`config.mk`:
```
export PLATFORM = sky130hd
export DESIGN_NAME = lcd_top
export DESIGN_NICKNAME = d
export VERILOG_FILES = /design/src/lcd_pkg.sv /design/src/lcd_if.sv /design/src/lcd_driver.sv /design/src/lcd_text_writer.sv /design/src/lcd_top.sv
export SDC_FILE = /design/constraint.sdc
export NUM_CORES = 1
export LEC_CHECK = 0
export BUFFER_PORTS_ARGS = -buffer_cell sky130_fd_sc_hd__clkbuf_2
export CORE_ASPECT_RATIO = 1.4
export CORE_UTILIZATION = 35
export CTS_BUF_LIST = sky130_fd_sc_hd__clkbuf_8 sky130_fd_sc_hd__clkbuf_16
export CTS_CLUSTER_DIAMETER = 80
export DETAILED_ROUTE_END_ITERATION = 8
export SYNTH_ARGS = -nofsm -noshare
export SYNTH_HDL_FRONTEND = slang
export SYNTH_SLANG_ARGS = --single-unit
```
`constraint.sdc`:
```
create_clock -name clk -period 2.76 [get_ports clk]
set_input_delay 0.414 -clock clk [delete_from_list [all_inputs] [get_ports clk]]
set_output_delay 0.414 -clock clk [all_outputs]
set_load 0.05 [all_outputs]
```
`src/lcd_pkg.sv`:
```
package lcd_pkg;

	localparam int CLK_PER_US   = 5;
	localparam int CNT_BITS     = 12;     // covers the 500 us power-up
	localparam int T_POWERUP_US = 500;
	localparam int T_CMD_US     = 50;
	localparam int T_CLEAR_US   = 200;
	localparam int T_ENTRY_US   = 100;
	localparam int T_E_SETUP_US = 1;
	localparam int T_E_HIGH_US  = 13;
	localparam int T_INIT_E_US  = 10;

	// delays in clock cycles
	localparam logic [CNT_BITS-1:0] C_POWERUP  = CNT_BITS'(T_POWERUP_US * CLK_PER_US);
	localparam logic [CNT_BITS-1:0] C_CMD      = CNT_BITS'(T_CMD_US * CLK_PER_US);
	localparam logic [CNT_BITS-1:0] C_E_SETUP  = CNT_BITS'(T_E_SETUP_US * CLK_PER_US);
	localparam logic [CNT_BITS-1:0] C_E_END    =
		CNT_BITS'((T_E_SETUP_US + T_E_HIGH_US) * CLK_PER_US);
	localparam logic [CNT_BITS-1:0] C_INIT_E   = CNT_BITS'(T_INIT_E_US * CLK_PER_US);
	localparam logic [CNT_BITS-1:0] C_INIT_DC  = CNT_BITS'(T_CMD_US * CLK_PER_US);
	localparam logic [CNT_BITS-1:0] C_INIT_CLR = CNT_BITS'(2 * T_CMD_US * CLK_PER_US);
	localparam logic [CNT_BITS-1:0] C_INIT_ENT =
		CNT_BITS'((2 * T_CMD_US + T_CLEAR_US) * CLK_PER_US);
	localparam logic [CNT_BITS-1:0] C_INIT_END =
		CNT_BITS'((2 * T_CMD_US + T_CLEAR_US + T_ENTRY_US) * CLK_PER_US);

	// cfg word bit positions
	localparam int CFG_LINES   = 6;
	localparam int CFG_FONT    = 5;
	localparam int CFG_DISPLAY = 4;
	localparam int CFG_CURSOR  = 3;
	localparam int CFG_BLINK   = 2;
	localparam int CFG_INC     = 1;
	localparam int CFG_SHIFT   = 0;

	localparam logic [7:0] CMD_FUNCTION_SET = 8'h30;
	localparam logic [7:0] CMD_DISPLAY_CTRL = 8'h08;
	localparam logic [7:0] CMD_CLEAR        = 8'h01;
	localparam logic [7:0] CMD_ENTRY_MODE   = 8'h04;
	localparam logic [7:0] CMD_SET_DDRAM    = 8'h80;
	localparam logic [7:0] ROW2_BASE        = 8'h40;

	localparam int QUEUE_DEPTH = 4;
	localparam int PTR_BITS    = 2;       // log2 of QUEUE_DEPTH
	localparam int QCNT_BITS   = 3;       // holds 0 to QUEUE_DEPTH

	// driver states
	localparam logic [1:0] ST_PWRUP = 2'd0;
	localparam logic [1:0] ST_INIT  = 2'd1;
	localparam logic [1:0] ST_IDLE  = 2'd2;
	localparam logic [1:0] ST_XFER  = 2'd3;

endpackage

```
`src/lcd_if.sv`:
```
`timescale 1ns/1ps

// one LCD bus transaction from the text writer to the driver
interface lcd_if;

	logic       start;    // single-cycle strobe sent only while busy is low
	logic       rs;       // 0 command, 1 data
	logic       rw;
	logic [7:0] data;
	logic       busy;     // rises the cycle after start

	modport client (
		output start,
		output rs,
		output rw,
		output data,
		input  busy
	);

	modport device (
		input  start,
		input  rs,
		input  rw,
		input  data,
		output busy
	);

endinterface

```
`src/lcd_driver.sv`:
```
`timescale 1ns/1ps

module lcd_driver (
	input  logic       clk,
	input  logic       rst,
	input  logic [6:0] cfg,
	lcd_if.device      bus,
	output logic       e,
	output logic [7:0] lcd_data,
	output logic       rs,
	output logic       rw
);

	logic [1:0]                   state;
	logic [lcd_pkg::CNT_BITS-1:0] cnt;
	logic [lcd_pkg::CNT_BITS-1:0] cnt_nxt;
	logic [lcd_pkg::CNT_BITS-1:0] init_idx;
	logic                         busy;
	logic [7:0]                   fs_byte;
	logic [7:0]                   dc_byte;
	logic [7:0]                   ent_byte;
	logic [7:0]                   init_byte;
	logic                         init_e;
	logic                         xfer_e;

	assign cnt_nxt = cnt + 1'b1;
	assign bus.busy = busy;

	// outputs are registered, so decode the index of the cycle they will show in
	assign init_idx = (state == lcd_pkg::ST_PWRUP) ? '0 : cnt_nxt;

	// in a transaction cnt counts cycles since start
	assign xfer_e = (cnt_nxt >= lcd_pkg::C_E_SETUP) && (cnt_nxt < lcd_pkg::C_E_END);

	always_comb begin
		fs_byte     = lcd_pkg::CMD_FUNCTION_SET;
		fs_byte[3]  = cfg[lcd_pkg::CFG_LINES];
		fs_byte[2]  = cfg[lcd_pkg::CFG_FONT];
		dc_byte     = lcd_pkg::CMD_DISPLAY_CTRL;
		dc_byte[2]  = cfg[lcd_pkg::CFG_DISPLAY];
		dc_byte[1]  = cfg[lcd_pkg::CFG_CURSOR];
		dc_byte[0]  = cfg[lcd_pkg::CFG_BLINK];
		ent_byte    = lcd_pkg::CMD_ENTRY_MODE;
		ent_byte[1] = cfg[lcd_pkg::CFG_INC];
		ent_byte[0] = cfg[lcd_pkg::CFG_SHIFT];
	end

	// each init gap runs until the next command starts
	always_comb begin
		init_e = 1'b1;
		if (init_idx < lcd_pkg::C_INIT_E) begin
			init_byte = fs_byte;
		end else if (init_idx >= lcd_pkg::C_INIT_DC &&
				init_idx < lcd_pkg::C_INIT_DC + lcd_pkg::C_INIT_E) begin
			init_byte = dc_byte;
		end else if (init_idx >= lcd_pkg::C_INIT_CLR &&
				init_idx < lcd_pkg::C_INIT_CLR + lcd_pkg::C_INIT_E) begin
			init_byte = lcd_pkg::CMD_CLEAR;
		end else if (init_idx >= lcd_pkg::C_INIT_ENT &&
				init_idx < lcd_pkg::C_INIT_ENT + lcd_pkg::C_INIT_E) begin
			init_byte = ent_byte;
		end else begin
			init_e    = 1'b0;                 // wait gap
			init_byte = 8'h00;
		end
	end

	always_ff @(posedge clk) begin
		if (rst) begin
			state    <= lcd_pkg::ST_PWRUP;
			cnt      <= '0;
			busy     <= 1'b1;
			e        <= 1'b0;
			lcd_data <= 8'h00;
			rs       <= 1'b0;
			rw       <= 1'b0;
		end else begin
			case (state)
				lcd_pkg::ST_PWRUP: begin
					if (cnt_nxt == lcd_pkg::C_POWERUP) begin
						state    <= lcd_pkg::ST_INIT;
						cnt      <= '0;
						e        <= init_e;       // first function set cycle
						lcd_data <= init_byte;
					end else begin
						cnt <= cnt_nxt;
					end
				end
				lcd_pkg::ST_INIT: begin
					e        <= init_e;
					lcd_data <= init_byte;
					cnt      <= cnt_nxt;
					if (cnt_nxt == lcd_pkg::C_INIT_END) begin
						state <= lcd_pkg::ST_IDLE;
						cnt   <= '0;
						busy  <= 1'b0;             // ready for transactions
					end
				end
				lcd_pkg::ST_IDLE: begin
					if (bus.start) begin
						state    <= lcd_pkg::ST_XFER;
						cnt      <= lcd_pkg::CNT_BITS'(1);
						busy     <= 1'b1;
						rs       <= bus.rs;       // latch in the start cycle
						rw       <= bus.rw;
						lcd_data <= bus.data;
					end else begin
						rs       <= 1'b0;
						rw       <= 1'b0;
						lcd_data <= 8'h00;
					end
				end
				lcd_pkg::ST_XFER: begin
					cnt <= cnt_nxt;
					e   <= xfer_e;
					if (cnt_nxt == lcd_pkg::C_CMD) begin
						state    <= lcd_pkg::ST_IDLE;
						cnt      <= '0;
						busy     <= 1'b0;
						e        <= 1'b0;
						rs       <= 1'b0;
						rw       <= 1'b0;
						lcd_data <= 8'h00;
					end
				end
				default: begin
					state <= lcd_pkg::ST_PWRUP;
					cnt   <= '0;
				end
			endcase
		end
	end

endmodule

```
`src/lcd_text_writer.sv`:
```
`timescale 1ns/1ps

module lcd_text_writer (
	input  logic       clk,
	input  logic       rst,
	input  logic       put,
	input  logic       row,
	input  logic [3:0] col,
	input  logic [7:0] char_code,
	output logic       overflow,
	lcd_if.client      bus
);

	logic                          q_row  [lcd_pkg::QUEUE_DEPTH];
	logic [3:0]                    q_col  [lcd_pkg::QUEUE_DEPTH];
	logic [7:0]                    q_char [lcd_pkg::QUEUE_DEPTH];
	logic [lcd_pkg::PTR_BITS-1:0]  wr_ptr;
	logic [lcd_pkg::PTR_BITS-1:0]  rd_ptr;
	logic [lcd_pkg::QCNT_BITS-1:0] count;
	logic                          full;
	logic                          empty;
	logic                          push;
	logic                          pop;
	logic                          can_start;
	logic                          data_phase;    // address sent, data pending
	logic                          start_q;
	logic                          rs_q;
	logic [7:0]                    data_q;
	logic [7:0]                    addr_byte;

	assign full  = (count == lcd_pkg::QCNT_BITS'(lcd_pkg::QUEUE_DEPTH));
	assign empty = (count == '0);

	// head leaves once its data write is on the bus
	assign pop  = start_q && rs_q;
	assign push = put && (!full || pop);

	// busy is still low in our own start cycle
	assign can_start = !bus.busy && !start_q;

	assign addr_byte = lcd_pkg::CMD_SET_DDRAM
		+ (q_row[rd_ptr] ? lcd_pkg::ROW2_BASE : 8'h00)
		+ {4'h0, q_col[rd_ptr]};

	assign bus.start = start_q;
	assign bus.rs    = rs_q;
	assign bus.rw    = 1'b0;                // write only
	assign bus.data  = data_q;

	always_ff @(posedge clk) begin
		if (push) begin
			q_row[wr_ptr]  <= row;
			q_col[wr_ptr]  <= col;
			q_char[wr_ptr] <= char_code;
		end
	end

	// pointers wrap on their own since the depth is a power of two
	always_ff @(posedge clk) begin
		if (rst) begin
			wr_ptr   <= '0;
			rd_ptr   <= '0;
			count    <= '0;
			overflow <= 1'b0;
		end else begin
			overflow <= put && !push;         // dropped request
			if (push) begin
				wr_ptr <= wr_ptr + 1'b1;
			end
			if (pop) begin
				rd_ptr <= rd_ptr + 1'b1;
			end
			case ({push, pop})
				2'b10:   count <= count + 1'b1;
				2'b01:   count <= count - 1'b1;
				default: count <= count;
			endcase
		end
	end

	always_ff @(posedge clk) begin
		if (rst) begin
			start_q    <= 1'b0;
			data_phase <= 1'b0;
		end else begin
			start_q <= 1'b0;
			if (can_start) begin
				if (data_phase) begin
					start_q    <= 1'b1;       // data write
					data_phase <= 1'b0;
				end else if (!empty) begin
					start_q    <= 1'b1;       // set DDRAM address
					data_phase <= 1'b1;
				end
			end
		end
	end

	always_ff @(posedge clk) begin
		if (can_start) begin
			if (data_phase) begin
				rs_q   <= 1'b1;
				data_q <= q_char[rd_ptr];
			end else if (!empty) begin
				rs_q   <= 1'b0;
				data_q <= addr_byte;
			end
		end
	end

endmodule

```
`src/lcd_top.sv`:
```
`timescale 1ns/1ps

module lcd_top (
	input  logic       clk,
	input  logic       rst,
	input  logic [6:0] cfg,
	input  logic       put,
	input  logic       row,
	input  logic [3:0] col,
	input  logic [7:0] char_code,
	output logic       e,
	output logic [7:0] lcd_data,
	output logic       rs,
	output logic       rw,
	output logic       ready,
	output logic       overflow
);

	lcd_if bus ();

	lcd_text_writer u_writer (
		.clk       (clk),
		.rst       (rst),
		.put       (put),
		.row       (row),
		.col       (col),
		.char_code (char_code),
		.overflow  (overflow),
		.bus       (bus)
	);

	lcd_driver u_driver (
		.clk      (clk),
		.rst      (rst),
		.cfg      (cfg),
		.bus      (bus),
		.e        (e),
		.lcd_data (lcd_data),
		.rs       (rs),
		.rw       (rw)
	);

	assign ready = !bus.busy;             // high once init is done and bus idle

endmodule
```
== Word level (Yosys, flattened, before mapping) ==
Memory sizes are Yosys's and may differ from the RTL's. A register that Yosys moved wholly into a read port is not among the register bits.
Index checks and enable logic that the tools add are counted.

* Register bits: 45
* RAM bits: 52
* Output and inout port bits: 13
* Word-level logic and storage cells: 124
* Memories: 3

* Add/subtract/negate cells: 7
* Order comparisons: 9
* Equality and inequality tests: 14
* Muxes and demuxes: 49
* Bitwise operators: 1
* Reductions and logical operators: 26

{| class="wikitable"
|+ Memories
! memory !! depth !! width !! rd ports !! clocked after Yosys merged registers in !! write ports !! line !! source
|-
| u_writer.q_char || 4 || 8 || 1 || 1 || 1 || lcd_text_writer.sv:16 || <nowiki>logic [7:0] q_char [lcd_pkg::QUEUE_DEPTH];</nowiki>
|-
| u_writer.q_col || 4 || 4 || 1 || 1 || 1 || lcd_text_writer.sv:15 || <nowiki>logic [3:0] q_col [lcd_pkg::QUEUE_DEPTH];</nowiki>
|-
| u_writer.q_row || 4 || 1 || 1 || 1 || 1 || lcd_text_writer.sv:14 || <nowiki>logic q_row [lcd_pkg::QUEUE_DEPTH];</nowiki>
|}

{| class="wikitable"
|+ Operators with widths
! kind !! number
|-
| 8-bit 2-to-1 mux || 8
|-
| 12-bit 2-to-1 mux || 5
|-
| 12-bit one-hot mux with 4 select lines || 1
|-
| 8-bit one-hot mux with 4 select lines || 1
|-
| 2-bit 2-to-1 mux || 10
|-
| 1-bit 2-to-1 mux || 16
|-
| 12-bit by 1-bit adder with 12-bit output, second input constant || 1
|-
| 12-bit by 11-bit equality test with 1-bit output, second input constant || 1
|-
| 12-bit equality test, second input constant || 1
|-
| 12-bit by 8-bit equality test with 1-bit output, second input constant || 1
|-
| 12-bit by 11-bit >= comparator with 1-bit output, second input constant || 1
|-
| 12-bit by 3-bit >= comparator with 1-bit output, second input constant || 1
|-
| 12-bit by 8-bit >= comparator with 1-bit output, second input constant || 1
|-
| 12-bit by 9-bit >= comparator with 1-bit output, second input constant || 1
|-
| 12-bit by 10-bit < comparator with 1-bit output, second input constant || 1
|-
| 12-bit by 11-bit < comparator with 1-bit output, second input constant || 1
|-
| 12-bit by 6-bit < comparator with 1-bit output, second input constant || 1
|-
| 12-bit by 7-bit < comparator with 1-bit output, second input constant || 1
|-
| 12-bit by 9-bit < comparator with 1-bit output, second input constant || 1
|-
| 8-bit by 4-bit adder with 8-bit output || 1
|-
| 8-bit adder, first input constant || 1
|-
| 1-bit logical AND || 8
|-
| 2-bit one-hot mux with 4 select lines || 1
|-
| 2-bit AND reduction || 4
|-
| 22 further kinds || 37
|}

== Logic depth before layout (Yosys ltp) ==
Gate-level depths: netlist of run 1.

* Word-level depth: 10
* Mapped depth: 11
* Mapped depth without buffers: 10

== Cells and area by module ==
Synthesis of run 1 repeated with hierarchy kept, for this count alone.

* Cells, all modules: 439
* Area total of the unflattened synthesis: 5029.8 um^2

{| class="wikitable"
|+ By module, submodules not included
! module !! instances !! cells an instance !! area each (um^2)
|-
| lcd_text_writer || 1 || 154 || 2897.8
|-
| lcd_driver || 1 || 284 || 2128.3
|-
| lcd_top || 1 || 1 || 3.8
|}

== Worst setup path before layout of run 1 ==
Ideal clock, no wire load.

* Path type: register to register
* From: register u_driver.cnt[0] in the netlist's numbering
* To: register u_driver.lcd_data[2]
* Arrival: 2328 ps
* Data required time: 2619 ps
* Path slack: 291 ps
* Cell stages (with the launch flop): 12
* Buffers on the path: 3
* Clock period less this slack: 2469 ps
* Path through: dfxtp_1 > ha_1 > buf_6 > and3_1 > buf_6 > a2111oi_4 > a31oi_1 > a211o_1 > and2_0 > clkbuf_1 > a222oi_1 > a311oi_1

* Cells in the longest elaborated chain, start to end: 10
* Elaborated cells on any way between the ends: 23

{| class="wikitable"
|+ Ends and longest elaborated chain
! what !! line !! source
|-
| start: declaration || lcd_driver.sv:15 || <nowiki>logic [lcd_pkg::CNT_BITS-1:0] cnt;</nowiki>
|-
| start signal: assignment || lcd_driver.sv:86 || <nowiki>cnt <= cnt_nxt;</nowiki>
|-
| start signal: assignment || lcd_driver.sv:92 || <nowiki>cnt <= cnt_nxt;</nowiki>
|-
| start signal: assignment || lcd_driver.sv:102 || <nowiki>cnt <= lcd_pkg::CNT_BITS'(1);</nowiki>
|-
| 12-bit by 1-bit adder with 12-bit output * || lcd_driver.sv:26 || <nowiki>assign cnt_nxt = cnt + 1'b1;</nowiki>
|-
| 12-bit 2-to-1 mux || lcd_driver.sv:30 || <nowiki>assign init_idx = (state == lcd_pkg::ST_PWRUP) ? '0 : cnt_nxt;</nowiki>
|-
| 12-bit by 11-bit >= comparator with 1-bit output / 12-bit by 11-bit < comparator with 1-bit output (equally long branches) || lcd_driver.sv:59, lcd_driver.sv:60 ||
|-
| 1-bit logical AND || lcd_driver.sv:59 || <nowiki>end else if (init_idx >= lcd_pkg::C_INIT_ENT &&</nowiki>
|-
| 3-bit 2-to-1 mux || lcd_driver.sv:59 ||
|-
| 8-bit 2-to-1 mux || lcd_driver.sv:56 || <nowiki>end else if (init_idx >= lcd_pkg::C_INIT_CLR &&</nowiki>
|-
| 8-bit 2-to-1 mux || lcd_driver.sv:53 || <nowiki>end else if (init_idx >= lcd_pkg::C_INIT_DC &&</nowiki>
|-
| 8-bit 2-to-1 mux || lcd_driver.sv:51 || <nowiki>if (init_idx < lcd_pkg::C_INIT_E) begin</nowiki>
|-
| 8-bit 2-to-1 mux || lcd_driver.sv:80 || <nowiki>if (cnt_nxt == lcd_pkg::C_POWERUP) begin</nowiki>
|-
| 8-bit one-hot mux with 4 select lines || lcd_driver.sv:78 || <nowiki>case (state)</nowiki>
|-
| end signal: assignment || lcd_driver.sv:84 || <nowiki>lcd_data <= init_byte;</nowiki>
|-
| end signal: assignment || lcd_driver.sv:91 || <nowiki>lcd_data <= init_byte;</nowiki>
|-
| end signal: assignment || lcd_driver.sv:106 || <nowiki>lcd_data <= bus.data;</nowiki>
|-
| end: declaration || lcd_driver.sv:9 || <nowiki>output logic [7:0] lcd_data,</nowiki>
|}

Every way passes the cells marked *; elsewhere a longest branch is shown, timed or not. The select of a mux whose other input is x is not followed.
A chain may end at the register's enable or synchronous reset.

== Worst setup path after layout of run 1 ==
* From: register u_driver.cnt[1] in the netlist's numbering
* To: register u_driver.lcd_data[1]

Same word-level chain as after synthesis.

==> results of run 1 <==
final cells by class:
cell class	instances	area, µm²
clock buffer	9	225
clock inverter	7	61.3
timing repair buffer	65	403
tap	182	228
fill	1306	7810
multi-input combinational	301	2150
inverter	17	63.8
sequential	98	2580
metal layers:
layer / GRT usage (%) / vias to the layer above / part of all wire [%] / routed length [µm]
met2: 33.4 / 84 / 55 / 6790
met4: 8.35 / 0 / 3.6 / 446
met3: 2.65 / 27 / 3.3 / 409
li1: - / 1759 / - / -
met1: 20.1 / 1829 / 39 / 4790
met5: 0 / - / 0 / 0
Yosys cell counts (all sizes together) (2+ instances only):
| cell | number | area (µm²) |
|---|---|---|
| ha | 8 | 100 |
| and4 | 4 | 35.0 |
| nor4b | 2 | 17.5 |
| a21oi | 35 | 179 |
| nor2b | 3 | 18.8 |
| o21ai | 15 | 75.1 |
| a31oi | 6 | 37.5 |
| nand3 | 15 | 75.1 |
| or3 | 5 | 31.3 |
| dfxtp | 37 | 741 |
| mux4 | 13 | 293 |
| nand2b | 6 | 37.5 |
| a311oi | 4 | 35.0 |
| o21bai | 3 | 22.5 |
| nand4b | 3 | 26.3 |
| and2 | 8 | 50.1 |
| nor3b | 2 | 15.0 |
| a32oi | 2 | 17.5 |
| a21o | 4 | 30.0 |
| or2 | 5 | 31.3 |
| nor4 | 7 | 43.8 |
| xnor2 | 13 | 114 |
| a211oi | 9 | 67.6 |
| a21boi | 2 | 15.0 |
| or4 | 2 | 15.0 |
| nor3 | 12 | 65.1 |
| o211ai | 2 | 15.0 |
| xor2 | 5 | 43.8 |
| o31ai | 4 | 30.0 |
| nor2 | 34 | 128 |
| a22oi | 3 | 22.5 |
| buf | 14 | 81.3 |
| nand4 | 6 | 43.8 |
| mux2 | 5 | 56.3 |
| edfxtp | 61 | 1830 |
| a211o | 2 | 17.5 |
| nand2 | 28 | 105 |
| inv | 17 | 63.8 |
| mux2i | 2 | 20.0 |
| and3 | 6 | 37.5 |
| clkbuf | 14 | 52.6 |
how the worst max path moves through the flow:
stage,to,slack [ns],from,depth (start not counted)
after detailed placement,u_driver.lcd_data[1]$_SDFFE_PP0P_,0.11,u_driver.cnt[3]$_SDFFE_PP0N_,7
after global placement,u_driver.e$_SDFFE_PP0P_,0.08,u_driver.cnt[3]$_SDFFE_PP0N_,7
after CTS,u_driver.lcd_data[1]$_SDFFE_PP0P_,0.08,u_driver.cnt[3]$_SDFFE_PP0N_,7
final,u_driver.lcd_data[1]$_SDFFE_PP0P_,0.13,u_driver.cnt[1]$_SDFFE_PP0N_,8
after floorplan,u_driver.lcd_data[2]$_SDFFE_PP0P_,0.29,u_driver.cnt[0]$_SDFFE_PP0N_,11
after global routing,u_driver.e$_SDFFE_PP0P_,0.002,u_driver.cnt[0]$_SDFFE_PP0N_,8
per-stage QoR:
stage	hold WS [ns]	power (W)	setup slack (ns)
after global routing	0.283	0.00311	0.00199
after CTS	0.284	0.00303	0.0789
after global placement	0.485	0.00183	0.0752
final	0.292	0.00300	0.134
after detailed placement	0.486	0.00184	0.107
after floorplan	0.420	0.00176	0.291
power by group:
part / internal, W / total (W) / leakage [nW] / switching [W]
sequential: 0.00160 / 0.00162 / 0.859 / 0.0000193
combinational: 0.0000722 / 0.000181 / 1.03 / 0.000109
clock: 0.000629 / 0.00120 / 0.140 / 0.000571
total: 0.00230 / 0.00300 / 2.03 / 0.000699
registers in the layout, indices dropped and copies added, names as in the netlist, named ones only:
name / flops
u_driver.lcd_data: 8
u_driver.rs: 1
u_writer.wr_ptr: 2
u_writer.bus.data: 8
u_writer.count: 3
u_driver.cnt: 12
u_writer.q_char: 32
u_writer.rd_ptr: 2
u_writer.q_row: 4
u_writer.bus.rs: 1
u_driver.e: 1
u_driver.state: 2
u_writer.data_phase: 1
u_driver.bus.busy: 1
u_writer.overflow: 1
u_writer.bus.start: 1
u_writer.q_col: 16
cell families after synthesis:
| group | count (synthesis) |
|---|---|
| simple gates | 152 |
| xor+xnor | 18 |
| flops | 98 |
| mux | 20 |
| compound gates | 101 |
| other cells | 1 |
| buf+inv | 45 |
| fa+ha+maj | 9 |
what timing repair did:
action | CTS | global route
resized for setup | 0 | 6
setup buffers | 0 | 0
setup endpoints to repair | 0 | 9
==> key figures, run 1 <==
Global route
  • First-pass GRT wire length: 19.7 mm
  • Grt total ovfl: 0
  • Antenna violations before repair: 0
  • GRT Overall Usage: 18.1%
  • Largest net degree at the start of global routing: 34
  • Number of global-route vias before repair: 3702

Pwr
  • Pwr Density: 526 mW/mm²
  • VDD IR max: approximately 0.44 mV
  • Leakage: 2.03 nW

Worst setup path
  • Flop2flop setup slack: 0.13 ns
  • Reg-to-reg endpoint: u_driver.lcd_data[1]$_SDFFE_PP0P_
  • Worst EP arrival: 2.86 ns
  • CP endpoint kind: flop
  • Crit-path max FO: 5
  • Worst r2r path cells: 8
  • Critical path class: reg -> reg
  • R2r startpoint: u_driver.cnt[1]$_SDFFE_PP0N_
  • Family with the most delay on the worst path: simple AND/OR/NAND/NOR gates
  • Slowest-stage cell, CP: or4_1
  • CP bufs+invs: 0
  • Max stage delay on crit path: 0.55 ns
  • CP startpoint kind: flop
  • CP required: around 3 ns
  • Critical path, cell by cell: ha_1, and3_1, and2_1, a31oi_1, or4_1, a21oi_2, a32oi_1, a311oi_1

Floorplan
  • Die X: ~100 µm
  • Die height: around 140 µm
  • Ports: 36
  • Starting Density: 36.3%
  • Row cnt: 50
  • Core ar.: 0.0135 mm²
  • Die area: roughly 0.015 mm²

Synth
  • Post-synthesis compound-gate area fraction: a little over an eighth
  • Number of distinct library cells after synthesis: 65
  • Post-Synth XOR/XNOR Area: 3.21%
  • Main synth FF type: edfxtp_1
  • Mapped cell area: 0.00491 mm²
  • Post-synthesis mux area share: around 7.5%
  • Post-synth ARST share: 0%
  • Cells after Synth: 444
  • Syn_nets: 476
  • Sequential area share after synthesis: 52.4%
  • Total number of yosys warnings: 0
  • Post-synth EDFFs: 61
  • Main combinational cell family by area after synthesis: simple AND/OR/NAND/NOR gates
  • Adder-cell share of the synthesized area: 2.45%
  • Yosys reg bits: 98
  • Simple-gate share of the synthesized area: 16.6%
  • Avg Inst Size Synth: 11.1 µm²

Cells and area
  • Final core utilization: 42.2%
  • Cell Count, Final, Fillers Out: ~680
  • Commonest non-fill, non-tap cell in the layout: edfxtp_1
  • Most frequent cells in the layout: edfxtp_1 (61), nor2_1 (34), dfxtp_1 (34), clkbuf_2 (34), a21oi_1 (33)
  • Layout Nets: approximately 520
  • Syn-to-layout area delta: 16.2%
  • Ant diodes: 0
  • Design area: 0.00570 mm²
  • Layout cells sized above 1: 22.7%

Placed design
  • Hpwl dp: around 9.3 mm
  • Port Buffers: 34
  • Placed cell area: around 0.0054 mm²
  • Gpl congestion: roughly 0.9
  • Dpl cells: 663

STA
  • RSZ-0062 raised after global routing: no
  • Setup violations, final: 0
  • Final Hold Violating Endpoints: 0
  • Min Tclk post-route: 2.63 ns
  • Post-route setup TNS: 0 ns
  • Worst slew pin tran: 0.723 ns
  • Slew HR: 51.8%
  • FMAX: 0.381 GHz
  • Final critical-path share of the clock period: 95.1%
  • Final Max Slew Viols: 0
  • Setup Skew: about 0.0068 ns

Drt
  • Wire length per cell: approximately 18 µm
  • Pre-antenna DRT Iters: 4
  • Post-route DRC: 0
  • Antenna Nets Post-Route: 0
  • Initial DRC count: 234
  • Total number of vias: about 3700
  • Overall routed net length: 12.4 mm
  • Avg Vias per Cell: 5.45

Worst hold path
  • Min-Delay Path Class: in -> reg
  • Hold path endpoint: u_writer.q_char[2][6]$_DFFE_PP_
  • Hold Path Cell Cnt: 1
  • Worst Min Path Start: char_code[6]

Clock tree
  • Clk sinks: between 90 and 100
  • CTS root buf: clkbuf_16
  • Skew-Pair Late Insertion Delay: 0.34 ns
  • Clk buf depth: 2
  • CTS Buf Count: 9
  • Clock slew seen by the registers of the worst setup and hold paths: approximately 0.070 ns
  • CTS tree: yes
  • H-tree levels: 3
  • Cts-stage hold buffer count: 0

Outcome
  • Status: completed

Flow run
  • Max-cap viol count: 0
No activity file was read; power rests on OpenSTA's default activity.
==> run 2: changes to the inputs <==
--- a/config.mk
+++ b/config.mk
@@ -6,11 +6,14 @@
 export NUM_CORES = 1
 export LEC_CHECK = 0
 export BUFFER_PORTS_ARGS = -buffer_cell sky130_fd_sc_hd__clkbuf_2
+export CELL_PAD_IN_SITES_DETAIL_PLACEMENT = 1
+export CELL_PAD_IN_SITES_GLOBAL_PLACEMENT = 2
 export CORE_ASPECT_RATIO = 1.4
 export CORE_UTILIZATION = 35
 export CTS_BUF_LIST = sky130_fd_sc_hd__clkbuf_8 sky130_fd_sc_hd__clkbuf_16
 export CTS_CLUSTER_DIAMETER = 80
 export DETAILED_ROUTE_END_ITERATION = 8
+export PLACE_DENSITY_LB_ADDON = 0.1
 export SYNTH_ARGS = -nofsm -noshare
 export SYNTH_HDL_FRONTEND = slang
 export SYNTH_SLANG_ARGS = --single-unit
==> run 2 against run 1 <==
First-iteration DRC count fell by 55%. Sequential power barely moved. Combinational power rose by 4%. Register-to-register slack improved by 0.02 ns. Sequential cell count did not move. Critical endpoint is now u_driver.lcd_data[2]$_SDFFE_PP0P_. Largest power group unchanged.
==> key figures, run 2 (synthesis results as in run 1) <==
Pwr
  • VDD IR max: 0.690 mV
  • Comb power frac: under 10%
  • Leakage: 2.05 nW
  • Clk network pwr share: 40.3%
  • Pwr Density: approximately 530 mW/mm²
  • Int Pwr: 0.00231 W
  • Switch share: 23.6%
  • Switching power: between 0.0007 and 0.0008 W
  • Seq pwr share: 53.4%

Flow run
  • Max-cap viol count: 0

Drt
  • M1 wire length: around 5 mm
  • Total number of vias: 3700
  • Avg Vias per Cell: between 5 and 6
  • Antenna Nets Post-Route: 0
  • Met3 WL post-DR: 230 µm
  • Uppermost layer routed: met4
  • Initial DRC count: 106
  • Post-route DRC: 0
  • Pre-antenna DRT Iters: 4
  • Overall routed net length: 13.6 mm
  • Wire length per cell: 19.9 µm
  • Met2 routed WL: about 7.6 mm

STA
  • Setup Skew: 0.0137 ns
  • Min Tclk post-route: 2.60 ns
  • Hold slack: approximately 0.28 ns
  • Final Max Slew Viols: 0
  • Post-route setup TNS: 0 ns
  • Final critical-path share of the clock period: 94.3%
  • Final Hold Violating Endpoints: 0
  • Final worst setup slack: ~0.16 ns
  • Setup violations, final: 0
  • RSZ-0062 raised after global routing: no
  • FMAX: 0.384 GHz
  • Worst slew pin tran: slightly below 0.7 ns
  • Slew HR: 55.0%

Cells and area
  • Syn-to-layout area delta: 16.9%
  • Ant diodes: 0
  • Largest regs: u_writer.q_char: 32 flops, u_writer.q_col: 16 flops, u_driver.cnt: 12 flops
  • Max reg flops: 32
  • Number of fill cells in the layout: between 1500 and 2000
  • Most frequent cells in the layout: edfxtp_1 (61), dfxtp_1 (35), buf_4 (35)
  • Cell Count, Final, Fillers Out: 683
  • Layout Nets: between 500 and 600
  • Commonest non-fill, non-tap cell in the layout: edfxtp_1
  • Biggest register: u_writer.q_char
  • Layout cells sized above 1: 23.2%
  • Final core utilization: 42.5%

Clock tree
  • CTS tree: yes
  • Skew-Pair Late Insertion Delay: roughly 0.34 ns
  • CTS root buf: clkbuf_16
  • Clock slew seen by the registers of the worst setup and hold paths: 0.07 ns
  • CTS Buf Count: 9
  • H-tree levels: 3
  • Clk sinks: 98
  • Clk buf depth: 2
  • Post-CTS sizing: 0
  • Postcts setup bufs: 0
  • Cts-stage hold buffer count: 0

Worst hold path
  • Min-Delay Path Class: in -> reg

Placed design
  • Dpl cells: between 600 and 700
  • Dpl ws: 0.0654 ns
  • Port Buffers: 34
  • Hpwl dp: between 10 and 15 mm
  • Gpl congestion: 0.865

Global route
  • Antenna violations before repair: 0
  • Grt total ovfl: 0
  • Number of global-route vias before repair: approximately 4000
  • First-pass GRT wire length: 21.5 mm
  • Largest net degree at the start of global routing: 21
  • GRT Overall Usage: between 20% and 30%

Worst setup path
  • CP required: 3.01 ns
  • Crit-path max FO: 5
  • Critical path class: reg -> reg
  • Slowest-stage cell, CP: or4_1
  • CP endpoint kind: flop
  • Max stage delay on crit path: between 0.5 and 0.6 ns
  • CP startpoint kind: flop
  • Critical path, cell by cell: ha_1, and3_2, a2111oi_4, a31oi_1, or4_1, a21oi_2, a222oi_1, a311oi_1
  • Worst EP arrival: approximately 2.9 ns

Outcome
  • Status: completed

Floorplan
  • Die area: around 0.015 mm²
  • Row cnt: 50
  • Ports: 36
  • Die X: between 100 and 150 µm
  • Die height: 142 µm
  • Starting Density: between 30% and 40%
  • Core ar.: about 0.014 mm²
[run 2: per-layer routing]
| layer | vias to the layer above | track usage [%] |
|---|---|---|
| met5 | - | 0 |
| met4 | 0 | 12.7 |
| met3 | 36 | 2.50 |
| met2 | 62 | 38.5 |
| met1 | 1829 | 20.2 |
| li1 | 1773 | - |
[run 2: final timing paths]
path / startpoint / to / slack (ns) / cells after the start
setup / recovery: u_driver.cnt[0]$_SDFFE_PP0N_ / u_driver.lcd_data[2]$_SDFFE_PP0P_ / 0.16 / 8
hold / removal: char_code[6] / u_writer.q_char[0][6]$_DFFE_PP_ / 0.28 / 1
setup reg to reg: u_driver.cnt[0]$_SDFFE_PP0N_ / u_driver.lcd_data[2]$_SDFFE_PP0P_ / 0.16 / 8
hold reg to reg: u_driver.lcd_data[7]$_SDFFE_PP0P_ / u_driver.lcd_data[7]$_SDFFE_PP0P_ / 0.50 / 2
[run 2: power by group through the flow]
stage | clock [W] | combinational [W] | sequential (W)
CTS | 0.00126 | 0.000193 | 0.00162
global route | 0.00130 | 0.000211 | 0.00162
finish | 0.00122 | 0.000189 | 0.00162
global placement | 0 | 0.000188 | 0.00165
detailed placement | 0 | 0.000192 | 0.00165
floorplan | 0 | 0.000117 | 0.00165
[run 2: layout make-up]
cell class / instances / area (µm²) / share of cell area (%)
Clock buffer: 9 / 225 / 3.93
Clock inverter: 7 / 67.6 / 1.18
Inverter: 17 / 63.8 / 1.11
Multi-Input combinational cell: 301 / 2140 / 37.4
Sequential cell: 98 / 2570 / 44.9
Tap cell: 182 / 228 / 3.97
Timing Repair Buffer: 69 / 433 / 7.55
[run 2: stage by stage]
| stage | power, W | area, µm² |
|---|---|---|
| 6_report | 0.00303 | 5740 |
| 5_1_grt | 0.00314 | 5740 |
| 4_1_cts | 0.00307 | 5730 |
| 3_5_place_dp | 0.00185 | 5430 |
| 3_3_place_gp | 0.00184 | 5430 |
| 2_1_floorplan | 0.00176 | 4910 |
[run 2: critical path: cells and delay by family, from the launching register on]
family / cells / cell delay, ns
flip-flops: 1 / 0.32
AO/OA/AOI/OAI: 5 / 1.11
adder cells (fa/ha/maj): 1 / 0.26
AND/OR/NAND/NOR: 2 / 0.85
==> run 3: changes to the inputs <==
--- a/config.mk
+++ b/config.mk
@@ -13,7 +13,7 @@
 export CTS_BUF_LIST = sky130_fd_sc_hd__clkbuf_8 sky130_fd_sc_hd__clkbuf_16
 export CTS_CLUSTER_DIAMETER = 80
 export DETAILED_ROUTE_END_ITERATION = 8
-export PLACE_DENSITY_LB_ADDON = 0.1
+export PLACE_DENSITY = 0.68
 export SYNTH_ARGS = -nofsm -noshare
 export SYNTH_HDL_FRONTEND = slang
 export SYNTH_SLANG_ARGS = --single-unit
==> run 3 against run 2 <==
Final area grew 0.81%. Sequential cell count is the same. Die area is the same. Total power grew 2.4%. Critical path depth shrank 1. Maximum frequency shrank 1.8%. Clock skew shrank 0.00065 ns. Combinational power is essentially flat. Global-route usage shrank 0.42 points.
==> key figures, run 3 (synthesis results as in run 1) <==
Clock tree
  • Postcts setup bufs: 0
  • Clk sinks: 98
  • CTS Buf Count: 9
  • Cts-stage hold buffer count: 0
  • CTS tree: yes
  • Clock slew seen by the registers of the worst setup and hold paths: 0.07 ns
  • CTS root buf: clkbuf_16
  • Clk buf depth: 2
  • Skew-Pair Late Insertion Delay: 0.34 ns
  • H-tree levels: 3

Cells and area
  • Commonest non-fill, non-tap cell in the layout: edfxtp_1
  • FF+latch area: 0.00257 mm²
  • Largest regs: u_writer.q_char: 32 flops, u_writer.q_col: 16 flops, u_driver.cnt: 12 flops
  • Final core utilization: 42.8%
  • Max reg flops: 32
  • Ant diodes: 0
  • Biggest register: u_writer.q_char
  • Layout Nets: 529
  • Cell Count, Final, Fillers Out: 684
  • Number of fill cells in the layout: 1511
  • Syn-to-layout area delta: 17.8%
  • Most frequent cells in the layout: edfxtp_1 (61), dfxtp_1 (36), buf_4 (36)
  • Area of the multi-input gates: 0.00217 mm²
  • Layout cells sized above 1: 23.9%

Placed design
  • Dpl cells: 668
  • Port Buffers: 34
  • Gpl congestion: between 0.8 and 0.9
  • Dpl ws: 0.122 ns
  • Hpwl dp: about 10 mm

Worst setup path
  • CP required: 2.97 ns
  • Worst EP arrival: about 2.9 ns
  • R2r startpoint: u_driver.cnt[3]$_SDFFE_PP0N_
  • CP endpoint kind: flop
  • Worst r2r path cells: 7
  • CP startpoint kind: flop
  • Crit-path max FO: 8
  • Critical path class: reg -> reg
  • CP startpoint: u_driver.cnt[3]$_SDFFE_PP0N_

Drt
  • Antenna Nets Post-Route: 0
  • Uppermost layer routed: met4
  • Post-route DRC: 0
  • Met2 routed WL: 7.54 mm
  • Pre-antenna DRT Iters: 4
  • Total number of vias: 3683
  • Initial DRC count: 127
  • Overall routed net length: 13.3 mm
  • Avg Vias per Cell: 5.38
  • Wire length per cell: between 15 and 20 µm
  • Met3 WL post-DR: 304 µm
  • M1 wire length: 4.99 mm

Floorplan
  • Die height: 142 µm
  • Die area: 0.0145 mm²
  • Starting Density: a little over a third
  • Row cnt: 50
  • Die X: 102 µm
  • Core ar.: 0.0135 mm²
  • Ports: 36

Worst hold path
  • Worst Min Path Start: row
  • Hold Path Cell Cnt: 1
  • Min-Delay Path Class: in -> reg

STA
  • Slew HR: 56.5%
  • Final worst setup slack: approximately 0.11 ns
  • Post-route setup TNS: 0 ns
  • Final Max Slew Viols: 0
  • Setup violations, final: 0
  • Final Hold Violating Endpoints: 0
  • Setup Skew: 0.0131 ns
  • Final critical-path share of the clock period: 96.0%
  • Worst slew pin tran: 0.652 ns
  • Min Tclk post-route: 2.65 ns
  • FMAX: 0.377 GHz

Global route
  • Antenna violations before repair: 0
  • GRT Overall Usage: roughly a fifth
  • Grt total ovfl: 0
  • Largest net degree at the start of global routing: 21
  • First-pass GRT wire length: 21.2 mm
  • Number of global-route vias before repair: 3956

Pwr
  • Tot Pwr: 0.00310 W
  • VDD IR max: between 0.4 and 0.5 mV
  • Leakage: slightly above 2 nW
  • Pwr Density: roughly 540 mW/mm²

Outcome
  • Status: completed

Flow run
  • Max-cap viol count: 0
## run 3: final cells by class
type,count,area share [%]
clock buffers,9,3.89
repair buffers,70,7.62
flip-flops and latches,98,44.5
inverters,17,1.10
clock inverters,7,1.47
well taps,182,3.94
multi-input cells,301,37.5
## run 3: layer usage
metal  vias to the layer above  GRT usage [%]
li1                       1775              -
met1                      1831           20.5
met2                        51           38.2
met3                        26           2.70
met4                         0           9.40
met5                         -              0
## run 3: timing repair
| action | in CTS | in global routing |
|---|---|---|
| setup endpoints to repair | 0 | 10 |
| resized for setup | 0 | 7 |
| hold endpoints to repair | 0 | 0 |
## run 3: final timing paths
path	to	slack (ns)
worst max register to register	u_driver.lcd_data[2]$_SDFFE_PP0P_	0.11
worst max-delay path	u_driver.lcd_data[2]$_SDFFE_PP0P_	0.11
worst min-delay path	u_writer.q_row[0]$_DFFE_PP_	0.29
worst min register to register	u_driver.lcd_data[7]$_SDFFE_PP0P_	0.51
## run 3: worst max-delay path, cell delays in order (launching register included)
cell and delay (ns):
dfxtp_1 0.49, nand4_2 0.32, and3_1 0.27, or3_1 0.42
a211o_1 0.35, and2_0 0.21, a222oi_1 0.32, a311oi_1 0.14
## run 3: through the flow
step	cell area, µm²	hold slack, ns
2_1_floorplan	4910	0.420
3_3_place_gp	5440	0.484
3_5_place_dp	5440	0.501
4_1_cts	5750	0.274
5_1_grt	5780	0.280
6_report	5780	0.287
## run 3: where the power goes
group / switching, W / total, W / internal, W / leakage (nW)
Sequential: 0.0000188 / 0.00162 / 0.00160 / 0.858
Clock: 0.000579 / 0.00130 / 0.000719 / 0.146
Combinational: 0.000110 / 0.000186 / 0.0000763 / 1.05
